`src/rtl/rename_pkg.sv`:
```
package rename_pkg;

  localparam int NUM_ARCH = 32;  // fixed by the ISA
  localparam int PR_W     = 6;
  localparam int ROB_W    = 4;
  localparam int PR_SLOTS = 1 << PR_W;  // largest physical file a tag can name

  typedef logic [4:0]       arch_reg_t;
  typedef logic [PR_W-1:0]  pr_t;
  typedef logic [ROB_W-1:0] rob_idx_t;

  // whole map, arch reg r in slice r
  typedef pr_t [NUM_ARCH-1:0] map_t;

  typedef enum logic [1:0] {
    ROB_EMPTY,
    ROB_PARTIAL,
    ROB_FULL
  } rob_state_t;

  // reset map: arch reg r lives in phys reg r
  function automatic map_t identity_map();
    map_t m;
    for (int r = 0; r < NUM_ARCH; r++) begin
      m[r] = pr_t'(r);
    end
    return m;
  endfunction

endpackage

```
`src/rtl/arch_map.sv`:
```
`timescale 1ns/1ps

module arch_map import rename_pkg::*; (
  input  logic      clock,
  input  logic      reset,
  input  logic      retire_valid,
  input  arch_reg_t retire_arch,
  input  pr_t       retire_pr,
  output map_t      arch_table
);

  map_t arch_q;  // committed map

  // includes the retirement at this edge, so a flush
  // alongside a retirement restores the up to date map
  always_comb begin
    arch_table = arch_q;
    if (retire_valid) begin
      arch_table[retire_arch] = retire_pr;
    end
  end

  always_ff @(posedge clock) begin
    if (reset) begin
      arch_q <= identity_map();
    end else if (retire_valid) begin
      arch_q[retire_arch] <= retire_pr;
    end
  end

endmodule

```
`src/rtl/free_list.sv`:
```
`timescale 1ns/1ps

module free_list import rename_pkg::*; #(
  parameter int NUM_PR = 64
) (
  input  logic clock,
  input  logic reset,
  input  logic alloc,
  input  logic free_valid,
  input  pr_t  free_pr,
  input  logic flush,
  output pr_t  fl_pr,
  output logic fl_empty
);

  localparam int FL_DEPTH = NUM_PR - NUM_ARCH;
  localparam int PTR_W    = (FL_DEPTH > 1) ? $clog2(FL_DEPTH) : 1;
  localparam int CNT_W    = $clog2(FL_DEPTH + 1);

  typedef logic [PTR_W-1:0] ptr_t;

  pr_t              fl_mem [FL_DEPTH];
  ptr_t             head;
  ptr_t             tail;
  ptr_t             retire_head;  // head as of the last retirement
  logic [CNT_W-1:0] free_count;

  function automatic ptr_t wrap_inc(input ptr_t p);
    return (p == ptr_t'(FL_DEPTH - 1)) ? '0 : p + ptr_t'(1);
  endfunction

  assign fl_pr    = fl_mem[head];
  assign fl_empty = (free_count == '0);

  ////////////////////////////////////////
  // pointers and occupancy
  ////////////////////////////////////////
  always_ff @(posedge clock) begin
    if (reset) begin
      head        <= '0;
      tail        <= '0;
      retire_head <= '0;
      free_count  <= CNT_W'(FL_DEPTH);  // starts full
    end else begin
      if (free_valid) begin
        tail        <= wrap_inc(tail);
        retire_head <= wrap_inc(retire_head);  // same order as alloc
      end
      if (flush) begin
        // every in-flight PR comes back
        head       <= free_valid ? wrap_inc(retire_head) : retire_head;
        free_count <= CNT_W'(FL_DEPTH);
      end else begin
        if (alloc) begin
          head <= wrap_inc(head);
        end
        free_count <= free_count + CNT_W'(free_valid) - CNT_W'(alloc);
      end
    end
  end

  // storage, filled with NUM_ARCH.. at reset
  always_ff @(posedge clock) begin
    if (reset) begin
      for (int i = 0; i < FL_DEPTH; i++) begin
        fl_mem[i] <= pr_t'(NUM_ARCH + i);
      end
    end else if (free_valid) begin
      fl_mem[tail] <= free_pr;
    end
  end

endmodule

```
`src/rtl/map_table.sv`:
```
`timescale 1ns/1ps

module map_table import rename_pkg::*; (
  input  logic      clock,
  input  logic      reset,
  input  logic      rename_en,
  input  arch_reg_t dest,
  input  pr_t       new_pr,
  input  arch_reg_t src1,
  input  arch_reg_t src2,
  input  logic      complete_valid,
  input  pr_t       complete_pr,
  input  logic      flush,
  input  map_t      arch_table,
  output pr_t       src1_pr,
  output pr_t       src2_pr,
  output pr_t       old_pr,
  output logic      src1_ready,
  output logic      src2_ready
);

  map_t                spec_map;
  logic [PR_SLOTS-1:0] pr_ready;

  // ready bit with same-cycle completion bypass
  function automatic logic ready_of(
    input pr_t                 pr,
    input logic [PR_SLOTS-1:0] ready_bits,
    input logic                cmp_valid,
    input pr_t                 cmp_pr
  );
    return ready_bits[pr] || (cmp_valid && (cmp_pr == pr));
  endfunction

  ////////////////////////////////////////
  // lookups
  ////////////////////////////////////////
  // reads see the map before this cycle's rename
  always_comb begin
    src1_pr    = spec_map[src1];
    src2_pr    = spec_map[src2];
    old_pr     = spec_map[dest];  // superseded mapping, goes to the ROB
    src1_ready = ready_of(spec_map[src1], pr_ready, complete_valid, complete_pr);
    src2_ready = ready_of(spec_map[src2], pr_ready, complete_valid, complete_pr);
  end

  ////////////////////////////////////////
  // updates
  ////////////////////////////////////////
  always_ff @(posedge clock) begin
    if (reset) begin
      spec_map <= identity_map();
      pr_ready <= '1;
    end else if (flush) begin
      // committed state only, so everything is ready
      spec_map <= arch_table;
      pr_ready <= '1;
    end else begin
      if (complete_valid) begin
        pr_ready[complete_pr] <= 1'b1;
      end
      // new_pr is free, never the one completing
      if (rename_en) begin
        spec_map[dest]   <= new_pr;
        pr_ready[new_pr] <= 1'b0;
      end
    end
  end

endmodule

```
`src/rtl/rename_core.sv`:
```
`timescale 1ns/1ps

module rename_core import rename_pkg::*; #(
  parameter int NUM_PR  = 64,
  parameter int NUM_ROB = 16
) (
  input  logic      clock,
  input  logic      reset,
  // dispatch
  input  logic      dispatch_valid,
  input  arch_reg_t dispatch_dest,
  input  arch_reg_t dispatch_src1,
  input  arch_reg_t dispatch_src2,
  output logic      dispatch_ready,
  output rob_idx_t  dispatch_rob_idx,
  output pr_t       dispatch_pr,
  output pr_t       dispatch_old_pr,
  output pr_t       src1_pr,
  output logic      src1_ready,
  output pr_t       src2_pr,
  output logic      src2_ready,
  // completion
  input  logic      complete_valid,
  input  rob_idx_t  complete_rob_idx,
  // retirement
  output logic      retire_valid,
  output arch_reg_t retire_arch,
  output pr_t       retire_pr,
  output pr_t       retire_old_pr,
  input  logic      flush
);

  logic accept;
  logic rob_full;
  logic fl_empty;
  pr_t  fl_pr;
  pr_t  old_pr;
  pr_t  complete_pr;
  map_t arch_table;

  assign dispatch_ready  = !rob_full && !fl_empty;
  assign accept          = dispatch_valid && dispatch_ready && !flush;  // flush wins
  assign dispatch_pr     = fl_pr;
  assign dispatch_old_pr = old_pr;

  ////////////////////////////////////////
  // blocks
  ////////////////////////////////////////
  free_list #(.NUM_PR(NUM_PR)) free_list0 (
    .clock      (clock),
    .reset      (reset),
    .alloc      (accept),
    .free_valid (retire_valid),
    .free_pr    (retire_old_pr),  // superseded PR goes back
    .flush      (flush),
    .fl_pr      (fl_pr),
    .fl_empty   (fl_empty)
  );

  map_table map_table0 (
    .clock          (clock),
    .reset          (reset),
    .rename_en      (accept),
    .dest           (dispatch_dest),
    .new_pr         (fl_pr),
    .src1           (dispatch_src1),
    .src2           (dispatch_src2),
    .complete_valid (complete_valid),
    .complete_pr    (complete_pr),
    .flush          (flush),
    .arch_table     (arch_table),
    .src1_pr        (src1_pr),
    .src2_pr        (src2_pr),
    .old_pr         (old_pr),
    .src1_ready     (src1_ready),
    .src2_ready     (src2_ready)
  );

  arch_map arch_map0 (
    .clock        (clock),
    .reset        (reset),
    .retire_valid (retire_valid),
    .retire_arch  (retire_arch),
    .retire_pr    (retire_pr),
    .arch_table   (arch_table)
  );

  rob #(.NUM_ROB(NUM_ROB)) rob0 (
    .clock            (clock),
    .reset            (reset),
    .alloc            (accept),
    .dest             (dispatch_dest),
    .new_pr           (fl_pr),
    .old_pr           (old_pr),
    .complete_valid   (complete_valid),
    .complete_rob_idx (complete_rob_idx),
    .flush            (flush),
    .alloc_idx        (dispatch_rob_idx),
    .rob_full         (rob_full),
    .complete_pr      (complete_pr),
    .retire_valid     (retire_valid),
    .retire_arch      (retire_arch),
    .retire_pr        (retire_pr),
    .retire_old_pr    (retire_old_pr)
  );

endmodule

```
`src/rtl/rob.sv`:
```
`timescale 1ns/1ps

module rob import rename_pkg::*; #(
  parameter int NUM_ROB = 16
) (
  input  logic      clock,
  input  logic      reset,
  input  logic      alloc,
  input  arch_reg_t dest,
  input  pr_t       new_pr,
  input  pr_t       old_pr,
  input  logic      complete_valid,
  input  rob_idx_t  complete_rob_idx,
  input  logic      flush,
  output rob_idx_t  alloc_idx,
  output logic      rob_full,
  output pr_t       complete_pr,
  output logic      retire_valid,
  output arch_reg_t retire_arch,
  output pr_t       retire_pr,
  output pr_t       retire_old_pr
);

  localparam int IDX_W = (NUM_ROB > 1) ? $clog2(NUM_ROB) : 1;

  typedef logic [IDX_W-1:0] ptr_t;

  // entry payload
  arch_reg_t dest_q   [NUM_ROB];
  pr_t       new_pr_q [NUM_ROB];
  pr_t       old_pr_q [NUM_ROB];

  logic [NUM_ROB-1:0] done_q;
  ptr_t               head;
  ptr_t               tail;
  ptr_t               head_n;
  ptr_t               tail_n;
  ptr_t               cmp_idx;
  rob_state_t         state;
  rob_state_t         state_n;

  function automatic ptr_t wrap_inc(input ptr_t p);
    return (p == ptr_t'(NUM_ROB - 1)) ? '0 : p + ptr_t'(1);
  endfunction

  assign cmp_idx     = ptr_t'(complete_rob_idx);
  assign alloc_idx   = rob_idx_t'(tail);
  assign rob_full    = (state == ROB_FULL);
  assign complete_pr = new_pr_q[cmp_idx];

  ////////////////////////////////////////
  // retirement, one per cycle from the head
  ////////////////////////////////////////
  assign retire_valid  = (state != ROB_EMPTY) && done_q[head];
  assign retire_arch   = dest_q[head];
  assign retire_pr     = new_pr_q[head];
  assign retire_old_pr = old_pr_q[head];

  ////////////////////////////////////////
  // occupancy FSM
  ////////////////////////////////////////
  always_comb begin
    head_n = retire_valid ? wrap_inc(head) : head;
    tail_n = alloc ? wrap_inc(tail) : tail;
    if (flush) begin
      tail_n  = head_n;  // squash all, head retirement still counts
      state_n = ROB_EMPTY;
    end else if (head_n != tail_n) begin
      state_n = ROB_PARTIAL;
    end else if (alloc && !retire_valid) begin
      state_n = ROB_FULL;
    end else if (retire_valid && !alloc) begin
      state_n = ROB_EMPTY;
    end else begin
      state_n = state;  // alloc and retire together
    end
  end

  always_ff @(posedge clock) begin
    if (reset) begin
      head   <= '0;
      tail   <= '0;
      state  <= ROB_EMPTY;
      done_q <= '0;
    end else begin
      head  <= head_n;
      tail  <= tail_n;
      state <= state_n;
      if (complete_valid && !flush) begin
        done_q[cmp_idx] <= 1'b1;
      end
      if (alloc) begin
        done_q[tail] <= 1'b0;  // fresh entry
      end
    end
  end

  always_ff @(posedge clock) begin
    if (alloc) begin
      dest_q[tail]   <= dest;
      new_pr_q[tail] <= new_pr;
      old_pr_q[tail] <= old_pr;
    end
  end

endmodule

```
`config.mk`:
```
export PLATFORM = sky130hd
export DESIGN_NAME = rename_core
export DESIGN_NICKNAME = d
export VERILOG_FILES = /design/src/rtl/rename_pkg.sv /design/src/rtl/arch_map.sv /design/src/rtl/free_list.sv /design/src/rtl/map_table.sv /design/src/rtl/rename_core.sv /design/src/rtl/rob.sv
export SDC_FILE = /design/constraint.sdc
export NUM_CORES = 2
export LEC_CHECK = 0
export ABC_CLOCK_PERIOD_IN_PS = 4500
export BUFFER_PORTS_ARGS = -buffer_cell sky130_fd_sc_hd__buf_2
export CAP_MARGIN = 20
export CORE_ASPECT_RATIO = 1.25
export CORE_MARGIN = 4
export CORE_UTILIZATION = 25
export CTS_CLUSTER_DIAMETER = 120
export CTS_CLUSTER_SIZE = 8
export DETAILED_ROUTE_END_ITERATION = 12
export PLACE_DENSITY_LB_ADDON = 0.2
export SYNTH_ARGS = -nofsm -noshare
export SYNTH_HDL_FRONTEND = slang
export SYNTH_SLANG_ARGS = --single-unit
```
`constraint.sdc`:
```
create_clock -name clock -period 4.5 [get_ports clock]
set_clock_uncertainty 0.15 [all_clocks]
set_input_delay 0.9 -clock clock [delete_from_list [all_inputs] [get_ports clock]]
set_output_delay 0.9 -clock clock [all_outputs]
set_load 0.01 [all_outputs]
```
==> After elaboration in Yosys (flattened, before gate mapping) <==
Memories as Yosys holds them, arrays and structs flattened. A register that Yosys moved wholly into a read port is not among the register bits.
Index checks and enable logic that the tools add are counted.
{ "classes": {"n_reduce_logical": 30, "n_eq_ne": 9, "n_lt_le_gt_ge": 17, "n_bitwise": 6, "n_addsub": 7, "mux": 65} }
{ "op_table": {"columns": ["op", "count"], "rows": [
  ["$mux W192", 3],
  ["$bwmux W192", 2],
  ["$mux W64", 4],
  ["$bmux W6 S5", 3],
  ["$and A64 B64 Y64", 1],
  ["$not A64 Y64", 1],
  ["$or A64 B64 Y64", 1],
  ["$demux W6 S5", 2],
  ["$mux W16", 3],
  ["$mux W5", 9],
  ["$mux W6", 6],
  ["$mux W4", 8],
  ["$lt A6 B7 Y1 const B", 4],
  ["$lt A5 B6 Y1 const B", 4],
  ["$and A16 B16 Y16", 1],
  ["$mux W1", 16],
  ["$not A16 Y16", 1],
  ["$or A16 B16 Y16", 1],
  ["$add A5 B1 Y5 const B", 3],
  ["$eq A5 B5 Y1 const B", 3],
  ["$logic_and A1 B1 Y1", 15],
  ["$lt A4 B5 Y1 const B", 3],
  ["$bmux W1 S6", 2],
  ["$demux W1 S6", 2],
  ["21 further kinds", 36]
]} }
{ "word_totals": {"out_inout_bits": 49, "ramBits": 464, "n_memories": 4, "regBits": 495, "word_cells": 212} }
{ "mem_list": {"columns": ["memory", "words", "word_bits", "read_ports", "rd_ports_with_merged_regs", "wr", "line_no", "source"], "rows": [
  ["free_list0.fl_mem", 32, 6, 1, 1, 32, "free_list.sv:22", "pr_t fl_mem [FL_DEPTH];"],
  ["rob0.new_pr_q", 16, 6, 2, 1, 1, "rob.sv:30", "pr_t new_pr_q [NUM_ROB];"],
  ["rob0.old_pr_q", 16, 6, 1, 1, 1, "rob.sv:31", "pr_t old_pr_q [NUM_ROB];"],
  ["rob0.dest_q", 16, 5, 1, 1, 1, "rob.sv:29", "arch_reg_t dest_q [NUM_ROB];"]
]} }

==> Depth between registers and ports, before layout <==
An unclocked memory read counts as a cell.
{ "depth": {"word_depth": 11, "ltp_mapped": 16, "mapped_depth_nobuf": 15} }

==> By module <==
From an unflattened synthesis, not the netlist that was laid out.
{ "hier_totals": {"cells_unflattened": 4275, "hier_area_um2": 50409.6} }
{ "modules_own_cells": {"columns": ["mod", "n_inst", "cells_each", "seq_area_each_um2", "area_per_inst_um2"], "rows": [
  ["map_table", 1, 1948, 5124.9, 17927.2],
  ["rob", 1, 591, 8688.3, 12378.1],
  ["free_list", 1, 816, 6286.0, 10343.7],
  ["arch_map", 1, 918, 3843.7, 9741.8],
  ["rename_core", 1, 2, 0.0, 18.8]
]} }

==> Worst setup path before layout <==
OpenSTA, ideal clock, no wires.
{ "synth_path": {"path_kind": "in2out", "startpoint": "input port dispatch_src2[1]", "endpoint": "output port src2_ready", "path_stages": 11, "path_buffers": 3, "required_time_ns": 3.450, "arrival_ns": 3.583, "slack_ns": -0.133, "cell_sequence": "buf_2 > buf_4 > buf_2 > mux4_2 > mux4_2 > mux2i_1 > clkinv_1 > and4_1 > nor4_1 > nor2_1 > nand4_1"} }
{ "synth_between": {"elab_chain_len": 5} }
{ "synth_rtl": {"columns": ["item", "line_no", "source"], "rows": [
  ["start: declaration", "rename_core.sv:13", "input arch_reg_t dispatch_src2,"],
  ["$bmux W6 S5 *", null, null],
  ["$mux W6 *", null, null],
  ["named net src2_pr[2]", "rename_core.sv:20", "output pr_t src2_pr,"],
  ["$bmux W1 S6 or $eq A6 B6 Y1 (tied branches)", "map_table.sv:32", "return ready_bits[pr] || (cmp_valid && (cmp_pr == pr));"],
  ["$mux W1 (not written as such) or $logic_and A1 B1 Y1 (tied branches)", "map_table.sv:32", null],
  ["$logic_or A1 B1 Y1 *", "map_table.sv:32", null],
  ["end: declaration", "rename_core.sv:21", "output logic src2_ready,"]
]} }
The timed path passes the listed nets; every way through them passes the cells marked *. The select of a mux whose other input is x is not followed.

==> Worst setup path after layout <==
{ "layout_path": {"startpoint": "input port dispatch_src1[0]", "endpoint": "output port src1_ready"} }
{ "layout_between": {"elab_chain_len": 5} }
{ "layout_rtl": {"columns": ["item", "line_no", "source"], "rows": [
  ["start: declaration", "rename_core.sv:12", "input arch_reg_t dispatch_src1,"],
  ["$bmux W6 S5 *", "map_table.sv:43", "src1_ready = ready_of(spec_map[src1], pr_ready, complete_valid, complete_pr);"],
  ["$mux W6 (not written as such) *", "map_table.sv:43", null],
  ["$bmux W1 S6 or $eq A6 B6 Y1 (tied branches)", "map_table.sv:32", null],
  ["$mux W1 (not written as such) or $logic_and A1 B1 Y1 (tied branches)", "map_table.sv:32", null],
  ["$logic_or A1 B1 Y1 *", "map_table.sv:32", null],
  ["end: declaration", "rename_core.sv:19", "output logic src1_ready,"]
]} }
Every way passes the cells marked *; elsewhere a longest branch is shown, timed or not. The select of a mux whose other input is x is not followed.

==> out/qor.yml <==
global_routing:
  grt.overflow.total: 0
  grt_max_degree: 140
  antenna_found_initial: 12
  grt_pass1_vias: 34600
  grt_pass1_wl_um: 256000
  grt_use_total_pct: 18.6
sta:
  hold_violations: 0
  final.setup.worst_slack_ps: -290
  fin_crit_sh_pct: 106
  tightestPinTransition_ps: 988
  slew-limit-headroom_pct: 34.0
  rsz0062_at_grt: "true"
  max_clock_freq_mhz: 209
  drv_slew: 0
  setup_viol: 2
  fin_crit_ps: 4790
route:
  wl_per_cell_um: 26.7
  drc: 0
  drt_iter0_markers: 2842
  routed_wirelength_um: 179000
  routed_via_density: 5.09
  dr.pass1.iters: 6
  num_vias: 34000
  postRouteAntennaNets: 0
synth:
  netlist_area_um2: 45700
  synth-async-reset-ratio_pct: 0
  synth_edf_count: 464
  synthCells: 3934
  syn_avg_cell_area_um2: 11.6
  synth-seq-cells: 964
  yosysSeqAreaShare_pct: 52.4
  synth_ff_type: "dfxtp_1"
  yosys_warnings: 0
  synth_cell_type_count: 72
  syn_nets: 3981
die:
  pin_count: 73
  die_x_um: 390
  core_um2: 182000
  initial_core_util_pct: 25.1
  die_h_um: 486
  die_area_um2: 190000
  num_rows: 175
clocking:
  cts_tree: "built"
  cts_hold_buf: 0
  htreeDepth: 4
  clk_path_buf_depth: 3
  cts_root_buf: "clkbuf_16"
  path_clk_slew_ps: 50
  cts.sinks: 964
  insertion_delay_ps: 780
  cts_buffers: 138
critical_path:
  cpLargestDelayFamily: "multiplexers"
  crit_slowest_cell: "mux4_2"
  cp-end-kind: "output pin"
  crit_required_ps: 3450
  worstRegToRegCells: 8
  reg2reg_slack_ps: 440
  cp_num_buf_inv: 5
  critPathMaxStageDelay_ps: 540
  crit_path_start: "dispatch_src1[0]"
  crit_path_cell_trace: "buf_12 -> buf_12 -> mux4_2 -> mux4_2 -> mux2i_4 -> buf_12 -> buf_8 -> or2_4 -> o22ai_2 -> a221o_1 -> o221a_2 -> o211ai_1 -> buf_2"
  worst_path_most_repeated_cell: "buf_12"
  r2r_end: "map_table0.spec_map[66]"
  r2r-start: "rob0.head[0]"
  crit_arrival_ps: 3740
  cp-start-kind: "input port"
  worstSetupPathType: "in -> out"
  critPathMaxFanout: 6
layout:
  register_area_um2: 24000
  fillerInstances: 18500
  layout_common_cells: "519 x nand2_1, 472 x dfxtp_1, 464 x edfxtp_1"
  final_layout_size_suffix_gt1_share_pct: 25.5
  layout.nets: 4284
  postLayoutCoreUtil_pct: 30.7
  multi_input_area_um2: 20700
  area_delta_synth_final_pct: 22.2
  layout_commonest_cell: "nand2_1"
pwr:
  p_per_area_nw_per_um2: 381
  total_power_mw: 21.3
  ir_drop_uv: 350
  leakagePower_nw: 18.9
job:
  max_cap_viol_count: 0
placement:
  dpl.hpwl_um: 125000
  io_buffers: 72
  gp_congestion: 0.959
hold_path:
  min_path_cells: 2
  hold_path_class: "reg -> reg"
  hold_end: "arch_map0.arch_q[29]"
  hp-start: "arch_map0.arch_q[29]"
status:
  violations: "setup timing"
  outcome: "complete, but fails checks"
## repair_timing
action,CTS,global route
pin swaps,11,15
buffers inserted,17,7
gates resized for setup,91,28
gates cloned,3,1
setup endpoints to repair,6,2
## worst max-delay path by stage
stage	endpoint	cells after the start	slack, ps
floorplan	src2_ready	11	-0.7
global placement	src1_ready	14	-630
detailed placement	src1_ready	14	-610
CTS	src1_ready	11	-370
global route	src1_ready	11	-420
finish	src1_ready	13	-290
## power breakdown
group	leakage (nW)	total [mW]	switching, mW	internal [mW]
Combinational	8.90	2.18	1.35	0.833
Clock	1.87	9.66	3.97	5.68
Sequential	8.11	9.43	0.106	9.32
Total	18.9	21.3	5.43	15.8
## registers in the layout (all words and copies together), names as in the netlist, named ones only
signal and flops:
arch_map0.arch_q 192, free_list0.fl_mem 192, free_list0.free_count 6, free_list0.head 5
free_list0.retire_head 5, free_list0.tail 5, map_table0.pr_ready 64, map_table0.spec_map 192
rob0.alloc_idx 4, rob0.dest_q 80, rob0.done_q 16, rob0.head 4
rob0.new_pr_q 96, rob0.old_pr_q 96, rob0.state 2
## tightest hold or removal path, cell delays in order, from the launching register on
cell and delay (ps):
dfxtp_1 290, nand2_1 50, a21oi_1 70
## Yosys cell counts (17+ instances only)
library cell	number	area share, %
mux2i_1	289	6.3
a221o_1	17	0.37
a22oi_1	42	0.69
buf_2	36	0.39
o21ai_0	252	2.8
nor2b_1	27	0.37
nor2_1	447	3.7
o211ai_1	52	0.86
a21oi_1	218	2.4
buf_1	25	0.21
clkbuf_1	217	1.8
edfxtp_1	464	31
a22o_1	74	1.4
mux2_2	35	0.86
inv_1	34	0.28
nand2b_1	20	0.27
nor3_1	48	0.53
mux4_2	303	15
nand3_1	70	0.77
dfxtp_1	500	22
ha_1	22	0.60
nand2_1	526	4.3
## logic make-up after synthesis
logic type,share of synthesized area [%]
flops,52.4
fa+ha+maj,0.647
mux,22.3
simple gates,11.5
xor+xnor,0.403
buf+inv,3.18
compound gates,9.50
## final cells by class
| cell class | count | share of cell area, % |
|---|---|---|
| sequential | 964 | 43.0 |
| multi-input combinational | 2628 | 37.1 |
| timing repair buffer | 464 | 7.24 |
| clock buffer | 180 | 6.60 |
| tap | 2389 | 5.36 |
| clock inverter | 13 | 0.321 |
| inverter | 41 | 0.307 |
| antenna | 7 | 0.0314 |
## layer usage
| layer | GRT usage, % | part of all wire (%) | wire [µm] |
|---|---|---|---|
| met5 | 0 | 0.0073 | 13 |
| met4 | 8.41 | 5.1 | 9120 |
| met3 | 3.26 | 5.4 | 9680 |
| met2 | 31.1 | 48 | 86300 |
| met1 | 23.4 | 41 | 73600 |
## metrics by stage
| stage | std cells | instance area, µm² | hold slack, ps | setup slack (ps) | TNS [ps] |
|---|---|---|---|---|---|
| 3_5_place_dp | 6457 | 51200 | 303 | -613 | -1090 |
| 4_1_cts | 6670 | 55600 | 271 | -369 | -694 |
| 5_1_grt | 6680 | 55800 | 298 | -417 | -785 |
| 3_3_place_gp | 6457 | 51200 | 297 | -632 | -1050 |
| 2_1_floorplan | 3934 | 45700 | 283 | -0.717 | -0.717 |
| 6_report | 6686 | 55800 | 313 | -290 | -581 |
(Power assumes the default switching activity.)
